## config.mk

```make
export PLATFORM = sky130hd
export DESIGN_NAME = bru_top
export DESIGN_NICKNAME = d
export VERILOG_FILES = /design/src/hw/bru_pkg.sv /design/src/hw/bru_resolve.sv /design/src/hw/bru_s1.sv /design/src/hw/bru_top.sv
export SDC_FILE = /design/constraint.sdc
export NUM_CORES = 1
export LEC_CHECK = 0
export BUFFER_PORTS_ARGS = -buffer_cell sky130_fd_sc_hd__buf_2
export CORE_MARGIN = 2
export CORE_UTILIZATION = 52
export CTS_CLUSTER_SIZE = 28
export DETAILED_ROUTE_END_ITERATION = 8
export PLACE_DENSITY_LB_ADDON = 0.25
export SYNTH_ARGS = -nofsm -noshare
export SYNTH_HDL_FRONTEND = slang
export SYNTH_SLANG_ARGS = --single-unit
```

## constraint.sdc

```tcl
create_clock -name clk -period 3.5 [get_ports clk]
set_input_delay 0.875 -clock clk [delete_from_list [all_inputs] [get_ports clk]]
set_output_delay 0.875 -clock clk [all_outputs]
set_load 0.02 [all_outputs]
```

## src/hw/bru_pkg.sv

```systemverilog
// ======================================================================
// Shared widths, opcodes and payload types of the branch unit.
// ======================================================================

package bru_pkg;

   // Data width of the operands and of the link register value.
   localparam int dw = 32;

   // Program counters are word addresses, so the two byte bits are gone.
   localparam int pcw = 30;

   // Width of the PC-relative offset field carried in the instruction.
   localparam int relw = 15;

   // ======================================================================
   // Branch opcodes
   // ======================================================================

   // The scheduler hands one of these to the unit with every issue.
   // The six conditional compares come first and the two jumps last.
   // Compares marked u are unsigned, all others are signed.
   typedef enum logic [2:0] {
      op_beq    = 3'd0,
      op_bne    = 3'd1,
      op_bgtu   = 3'd2,
      op_bgt    = 3'd3,
      op_bleu   = 3'd4,
      op_ble    = 3'd5,
      op_jmprel = 3'd6,
      op_jmpreg = 3'd7
   } bru_op_e;

   // ======================================================================
   // Payload structs
   // ======================================================================

   // One issued branch operation as it leaves the scheduler.
   // The struct is 113 bits wide in total.
   typedef struct packed {
      // Operation to perform.
      bru_op_e          op;
      // Word address of the branch instruction itself.
      logic [pcw-1:0]   pc;
      // First source register value, also the indirect jump target.
      logic [dw-1:0]    operand1;
      // Second source register value, used by the compares only.
      logic [dw-1:0]    operand2;
      // Signed word offset for conditional branches and op_jmprel.
      logic [relw-1:0]  rel15;
      // Set when the instruction sits in the first issue slot.
      logic             in_slot_1;
   } bru_req_t;

   // The operation after the first stage has classified it.
   // The request fields travel unchanged, followed by the decoded extras.
   typedef struct packed {
      bru_op_e          op;
      logic [pcw-1:0]   pc;
      logic [dw-1:0]    operand1;
      logic [dw-1:0]    operand2;
      logic [relw-1:0]  rel15;
      logic             in_slot_1;
      // One of the six conditional compares.
      logic             is_bcc;
      // Register-indirect jump, so the target comes from operand1.
      logic             is_breg;
      // Byte address of the instruction after the branch.
      logic [dw-1:0]    link_addr;
   } bru_dec_t;

   // Writeback result, valid for the single cycle of the wb pulse.
   typedef struct packed {
      // Fetch must restart at target_pc.
      logic             redirect;
      // Word address to fetch from when redirect is set.
      logic [pcw-1:0]   target_pc;
      // The link register is written with link_data.
      logic             link_we;
      logic [dw-1:0]    link_data;
      // Slot flag copied from the issue, for the delay slot logic.
      logic             in_slot_1;
   } bru_result_t;

endpackage

```

## src/hw/bru_resolve.sv

```systemverilog
`timescale 1ns/1ps

// ======================================================================
// Resolve stage of the branch unit.
// ======================================================================

// The branch condition and both candidate targets are worked out
// combinationally from the decoded operation. The chosen result is then
// captured in one register stage, so the writeback pulse appears exactly
// one cycle after the issue strobe. There is no back-pressure, and every
// valid input becomes one valid output.
module bru_resolve (
   input  logic                  clk,
   input  logic                  rst_n,
   // Decoded operation from the first stage.
   input  logic                  dec_valid,
   input  bru_pkg::bru_dec_t     dec,
   // Writeback pulse and its result.
   output logic                  wb_valid,
   output bru_pkg::bru_result_t  wb
);

   // ======================================================================
   // Operand compare
   // ======================================================================

   // Compare results shared by the condition case below.
   logic op_eq;
   logic op_gtu;
   logic op_gt;

   // Outcome of the branch condition.
   logic taken;

   // Equality is the same for signed and unsigned operands.
   assign op_eq  = (dec.operand1 == dec.operand2);

   // Greater-than in both flavours.
   // The less-or-equal compares are simply their inverses.
   assign op_gtu = (dec.operand1 > dec.operand2);
   assign op_gt  = ($signed(dec.operand1) > $signed(dec.operand2));

   // Pick the condition for the opcode.
   // Both jumps are unconditional and count as taken.
   always_comb begin
      taken = 1'b0;
      case (dec.op)
         bru_pkg::op_beq:    taken = op_eq;
         bru_pkg::op_bne:    taken = ~op_eq;
         bru_pkg::op_bgtu:   taken = op_gtu;
         bru_pkg::op_bgt:    taken = op_gt;
         bru_pkg::op_bleu:   taken = ~op_gtu;
         bru_pkg::op_ble:    taken = ~op_gt;
         bru_pkg::op_jmprel: taken = 1'b1;
         bru_pkg::op_jmpreg: taken = 1'b1;
         default:            taken = 1'b0;
      endcase
   end

   // ======================================================================
   // Target address
   // ======================================================================

   // Offset widened to the PC width with its sign bit copied upwards.
   logic [bru_pkg::pcw-1:0] rel_ext;

   // Candidate targets for the two addressing modes.
   logic [bru_pkg::pcw-1:0] rel_target;
   logic [bru_pkg::pcw-1:0] reg_target;

   // Sign extension of the word offset.
   assign rel_ext = {{(bru_pkg::pcw - bru_pkg::relw){dec.rel15[bru_pkg::relw-1]}},
                     dec.rel15};

   // Relative target in words.
   // The sum drops its carry, so it wraps modulo the PC range.
   assign rel_target = dec.pc + rel_ext;

   // The register holds a byte address; the two low bits are dropped
   // and no alignment check is made.
   assign reg_target = dec.operand1[bru_pkg::dw-1 -: bru_pkg::pcw];

   // ======================================================================
   // Result assembly
   // ======================================================================

   // Result for the current decoded operation, before the register.
   bru_pkg::bru_result_t res;

   // The class flags from stage 1 steer the muxes, so the opcode is not
   // decoded a second time here.
   always_comb begin
      // Jumps always redirect, compares only when their condition holds.
      res.redirect  = taken;
      // Only op_jmpreg takes its target from a register.
      res.target_pc = dec.is_breg ? reg_target : rel_target;
      // Both jumps link, the compares never do.
      res.link_we   = ~dec.is_bcc;
      res.link_data = dec.link_addr;
      res.in_slot_1 = dec.in_slot_1;
   end

   // ======================================================================
   // Writeback register
   // ======================================================================

   // The pulse follows the input strobe by exactly one cycle.
   // The result is loaded only with a valid operation, so an idle cycle
   // leaves the previous value in place while wb_valid is low.
   always_ff @(posedge clk) begin
      if (!rst_n) begin
         wb_valid <= 1'b0;
         wb       <= '0;
      end else begin
         wb_valid <= dec_valid;
         if (dec_valid) begin
            wb <= res;
         end
      end
   end

endmodule

```

## src/hw/bru_s1.sv

```systemverilog
`timescale 1ns/1ps

// ======================================================================
// First stage of the branch unit.
// ======================================================================

// This stage is purely combinational and adds no cycle of latency.
// It sorts the opcode into the two classes that the resolve stage needs
// and forms the link address, so the next stage never has to decode
// the opcode again for its muxes.
module bru_s1 (
   // Issue strobe and operation from the scheduler.
   input  logic               issue_valid,
   input  bru_pkg::bru_req_t  issue,
   // Classified operation towards the resolve stage.
   output logic               dec_valid,
   output bru_pkg::bru_dec_t  dec
);

   // Word address of the next sequential instruction.
   logic [bru_pkg::pcw-1:0] pc_next;

   // Class flags derived from the opcode.
   logic is_bcc;
   logic is_breg;

   // The strobe passes straight on, since this stage holds no state.
   assign dec_valid = issue_valid;

   // The next PC wraps at the top of the word address space.
   assign pc_next = issue.pc + bru_pkg::pcw'(1);

   // Decode the opcode into the branch classes.
   // Only op_jmprel reaches the default arm.
   always_comb begin
      is_bcc  = 1'b0;
      is_breg = 1'b0;
      case (issue.op)
         bru_pkg::op_beq,
         bru_pkg::op_bne,
         bru_pkg::op_bgtu,
         bru_pkg::op_bgt,
         bru_pkg::op_bleu,
         bru_pkg::op_ble: begin
            is_bcc = 1'b1;
         end
         bru_pkg::op_jmpreg: begin
            is_breg = 1'b1;
         end
         // PC-relative jump, neither flag.
         default: begin
            is_bcc  = 1'b0;
            is_breg = 1'b0;
         end
      endcase
   end

   // Assemble the decoded operation.
   always_comb begin
      // Request fields pass through unchanged.
      dec.op        = issue.op;
      dec.pc        = issue.pc;
      dec.operand1  = issue.operand1;
      dec.operand2  = issue.operand2;
      dec.rel15     = issue.rel15;
      dec.in_slot_1 = issue.in_slot_1;
      // Classes found above.
      dec.is_bcc    = is_bcc;
      dec.is_breg   = is_breg;
      // The link value is a byte address, so two zero bits go below.
      dec.link_addr = {pc_next, 2'b00};
   end

endmodule

```

## src/hw/bru_top.sv

```systemverilog
`timescale 1ns/1ps

// ======================================================================
// Top level of the branch unit.
// ======================================================================

// The unit is two stages deep in logic but one cycle deep in time.
// The first stage classifies the operation without a register, and the
// resolve stage evaluates it and registers the writeback result.
module bru_top (
   input  logic                  clk,
   input  logic                  rst_n,
   // One strobe per issued branch, with its operation.
   input  logic                  issue_valid,
   input  bru_pkg::bru_req_t     issue,
   // One pulse per issue, a cycle later.
   output logic                  wb_valid,
   output bru_pkg::bru_result_t  wb
);

   // Decoded operation between the two stages.
   logic               dec_valid;
   bru_pkg::bru_dec_t  dec;

   // ======================================================================
   // Stage 1, combinational classification
   // ======================================================================

   bru_s1 u_s1 (
      .issue_valid (issue_valid),
      .issue       (issue),
      .dec_valid   (dec_valid),
      .dec         (dec)
   );

   // ======================================================================
   // Resolve stage, one register
   // ======================================================================

   // This stage sets the total latency of the unit to one cycle.
   bru_resolve u_resolve (
      .clk       (clk),
      .rst_n     (rst_n),
      .dec_valid (dec_valid),
      .dec       (dec),
      .wb_valid  (wb_valid),
      .wb        (wb)
   );

endmodule

```

# Yosys cells after proc, flatten, opt, wreduce, memory -nomap -nowiden
# Cells that the tools add are included.
# Widths: inputs -> output; s select.
totals:
  register_bits: 64
  latchBits: 0
  ramBits: 0
  romBits: 0
  mem_count: 0
op_classes:
  addsub: 2
  mul: 0
  div_mod_pow: 0
  magnitude_cmp: 2
  eq_ne: 8
  n_shift: 0
  n_mux: 4
  bitwise: 4
  n_reduce_logical: 3
ops:
  columns: ["cell", "n"]
  rows:
  - ["$gt 32x32->1", 2]
  - ["$eq 32x32->1", 1]
  - ["$add 30x1->30 const B", 1]
  - ["$add 30x30->30", 1]
  - ["$mux 30", 1]
  - ["$eq 3x3->1 const B", 4]
  - ["$pmux 1 s7", 1]
  - ["$eq 3x2->1 const B", 2]
  - ["$reduce_or 6->1", 1]
  - ["$not 1->1", 4]
  - ["$eq 3x1->1 const B", 1]
  - ["$logic_not 3->1", 1]
  - ["$mux 1", 2]
  - ["$reduce_or 2->1", 1]

# Longest topological paths before layout
logic_depth:
  depth_word: 4
  mapped_depth: 11
  ltp_nobuf: 11

# Hierarchy
# Synthesis repeated with hierarchy kept, for this count alone.
unflattened:
  cells_unflattened: 784
  hier_area_um2: 6384.9
modules_own_cells:
  columns: ["mod", "instances", "cells_each", "area_each_um2", "seq_area_each_um2"]
  rows:
  - ["bru_resolve", 1, 581, 4909.7, 1321.3]
  - ["bru_s1", 1, 203, 1475.2, 0.0]

# Worst setup path before layout
# OpenSTA, ideal clock, no wires.
synth_timing:
  kind: "input -> register"
  from: "input port issue[1] (netlist name)"
  to: "register, netlist name u_resolve.wb[62]"
  arrival_time_ns: 2.971
  setup_slack_ns: 0.408
  cell_stages: 11
  path_cell_list: "ha_1 inv_1 fa_1 nand2b_1 a21o_1 a211o_1 a211oi_2 o41ai_4 o31ai_2 mux2i_1 nor3_1"
synth_via:
  elab_chain_len: 2
synth_rtl:
  columns: ["item", "line", "rtl"]
  rows:
  - ["start, declared", "bru_top.sv:15", "input bru_pkg::bru_req_t issue,"]
  - ["$add 30x30->30", "bru_resolve.sv:77", "assign rel_target = dec.pc + rel_ext;"]
  - ["$mux 30", "bru_resolve.sv:96", "res.target_pc = dec.is_breg ? reg_target : rel_target;"]
# Every way passes these cells.
# A chain may end at the register's enable or synchronous reset.

# Worst setup path in the final report
layout_timing:
  from: "input port issue[80] (netlist name)"
  to: "register, netlist name u_resolve.wb[62]"
layout_via:
  elab_chain_len: 2
layout_rtl:
  columns: ["item", "line"]
  rows:
  - ["$add 30x30->30", "bru_resolve.sv:77"]
  - ["$mux 30", "bru_resolve.sv:96"]
# Every way passes these cells.

==> results.ini <==
[worst_setup_path]
critical_path_required_ns=3.73
crit_fanout=4
start_kind=primary input
reg2reg_depth=3
worstSetupPathType=in2reg
endpoint_kind=register
crit_arrival_ns=3.39

[global_routing]
gr-usage-met1_pct=31.5
top_usage_layer=met2
globalRouteOverflowTotal=0
grt_pass1_vias=5616
grt_util_met2_pct=50.3
grt_usage_pct=27.9
grt_max_degree=56
grt_use_met3_pct=6.31
antenna_found_initial=0
grt_pass1_wl_mm=25.5

[cts]
cts_resized=0
cts.path.max_buffers=2
postCtsSetupBuffers=0
htree_levels=3
numCtsBuffers=9
clkLatencyLatePin_ns=0.35
cts_hold_buf=0
clk_pin_slew_worst_paths_ns=0.08
cts_tree=done
cts.sinks=64
root_buffer=clkbuf_8

[layout]
multiInputGateArea_um2=3790
synthToLayoutAreaGrowth_pct=23.5
nNetsFinal=1037
fin_cells=999
seq_area_um2=1280
diodes=0
fillCellCount=929
fin_util_pct=65.3
drive_gt1_share_pct=26.0

[pwr]
p_total_w=0.00237
p_leak_nw=3.17
irDropWorstVdd_mv=0.249
powerDensity_nw_per_um2=358

[floorplanning]
fp.dieW_um=105
start_util_pct=52.8
die_h_um=105
die_area_um2=11100
fp-row-count=37
pin_count=182
core_um2=10100

[synth]
synth_top_cell_by_area=dfxtp_1
ys_seq_area_share_pct=23.9
async_reset_ff_share_pct=0
synthFlopType=dfxtp_1
synth_edf_count=0
synth_cells=684
netlist_area_um2=5360
netlist.area_leader.share_pct=23.9
ys_types=73
avgSynthCellArea_um2=7.83
synth.top_cells.by_area=dfxtp_1 24%, ha_1 14%, a211oi_1 4.6%
synth-seq-cells=64
yosys_warnings=0

[timing]
max_freq_mhz=317
setup_viol=0
relSlewSlack_pct=42.3
worstMarginPinSlew_ns=0.863
period_needed_ns=3.16
rsz0062_at_grt=false
finClkSkew_ns=0
hold_violations=0
setup_ws_ns=0.344
drv_slew=0
fin_setup_tns_ns=0
min_period_over_period_pct=90.2

[placement]
dpl.cell_count=983
place_ws_ns=0.0407
dp.final_hpwl_mm=12.6
gp_congestion=0.972
io_buffers=179

[worst_hold_path]
hp-class=reg2reg
hold_depth=2

[routing]
drt-initial-drc-count=240
via_count=5798
wire_per_inst_um=15.8
routed_wl_mm=15.7
drc_errors=0
detail_route.vias_per_cell=5.80
drtPass1Iterations=5
antenna_left=0

[job]
maxCapViolations=0

[outcome]
status=complete, no violations

==> layer usage <==
metal	share of wire, %	vias to the layer above	routed length [µm]
li1	-	2869	-
met5	0	-	0
met1	40	2692	6260
met3	5.9	46	922
met4	3.2	0	505
met2	51	191	8050
==> kinds of logic after synthesis <==
group           Yosys count  synth area share, %
simple gates            232                 21.1
other cells               1               0.0700
xor+xnor                 42                 6.87
mux                       9                 1.73
fa+ha+maj                63                 14.9
compound gates          199                 26.0
flops                    64                 23.9
buf+inv                  74                 5.44
==> synth_stat cells (4+ instances only) <==
| master | count |
|---|---|
| clkbuf_1 | 25 |
| nand2b_1 | 8 |
| xor2_1 | 27 |
| inv_1 | 44 |
| or3_1 | 4 |
| nor3_1 | 14 |
| dfxtp_1 | 64 |
| a31oi_1 | 14 |
| nand3_1 | 26 |
| a21o_1 | 18 |
| and3_1 | 9 |
| a211oi_1 | 33 |
| xnor2_1 | 15 |
| mux2i_1 | 7 |
| nand2_1 | 59 |
| a21oi_1 | 41 |
| nor4_1 | 4 |
| o21ai_0 | 33 |
| o31ai_1 | 4 |
| nand3b_1 | 5 |
| o211ai_1 | 5 |
| a311oi_1 | 10 |
| nand4_1 | 15 |
| nor2b_1 | 5 |
| nor2_1 | 66 |
| ha_1 | 62 |
==> registers in the layout, summed over array words and instances (netlist names) <==
name / flops
u_resolve.wb: 63
u_resolve.wb_valid: 1
==> final cells by class <==
class                   count  share of cell area, %
well taps                 136                   2.57
clock inverters             7                   1.46
multi-input cells         547                   57.2
inverters                  45                   2.55
repair buffers            191                   14.9
clock buffers               9                   1.87
flip-flops and latches     64                   19.4
==> worst max-delay path, cell delays in order <==
cell and delay [ns]:
buf_2 0.09, ha_1 0.16, inv_1 0.06, fa_1 0.38
nand2b_1 0.19, a21o_1 0.18, a211o_1 0.33, a211oi_2 0.37
o41ai_4 0.17, o31ai_2 0.28, mux2i_1 0.24, nor3_1 0.07
==> power by group <==
part / switching (W) / total [W] / internal [W]
clock network: 0.000314 / 0.000716 / 0.000402
logic: 0.000498 / 0.000833 / 0.000335
registers: 0.0000309 / 0.000822 / 0.000791
total: 0.000843 / 0.00237 / 0.00153
==> through the flow <==
stage / hold WS (ns) / cell area [µm²]
finish: 0.482 / 6620
CTS: 0.485 / 6620
global placement: 0.466 / 6400
detailed placement: 0.471 / 6400
global route: 0.496 / 6620
floorplan: 0.545 / 5360
==> layout by cell type, fill, tap and decap left out, drive strengths merged, types with 5 or more instances in the layout <==
master and n:
buf 191, nor2 67, dfxtp 64, ha 62, nand2 59, inv 44, a21oi 42, a211oi 35
o21ai 33, xor2 27, nand3 26, a21o 20, xnor2 15, nand4 15, a31oi 14, nor3 14
a311oi 10, nand2b 10, and3 9, clkbuf 9, mux2i 7, clkinv 6, nand3b 5, o211ai 5
nor2b 5, or3 5, o31ai 5, nor4 5
==> final timing paths <==
path / endpoint / slack (ns) / startpoint
max: u_resolve.wb[62] / 0.34 / issue[80]
max reg2reg: u_resolve.wb[57] / 2.66 / u_resolve.wb[57]
min: u_resolve.wb[60] / 0.48 / u_resolve.wb[60]
min reg2reg: u_resolve.wb[60] / 0.48 / u_resolve.wb[60]
Power figures use the tool's default switching activity.
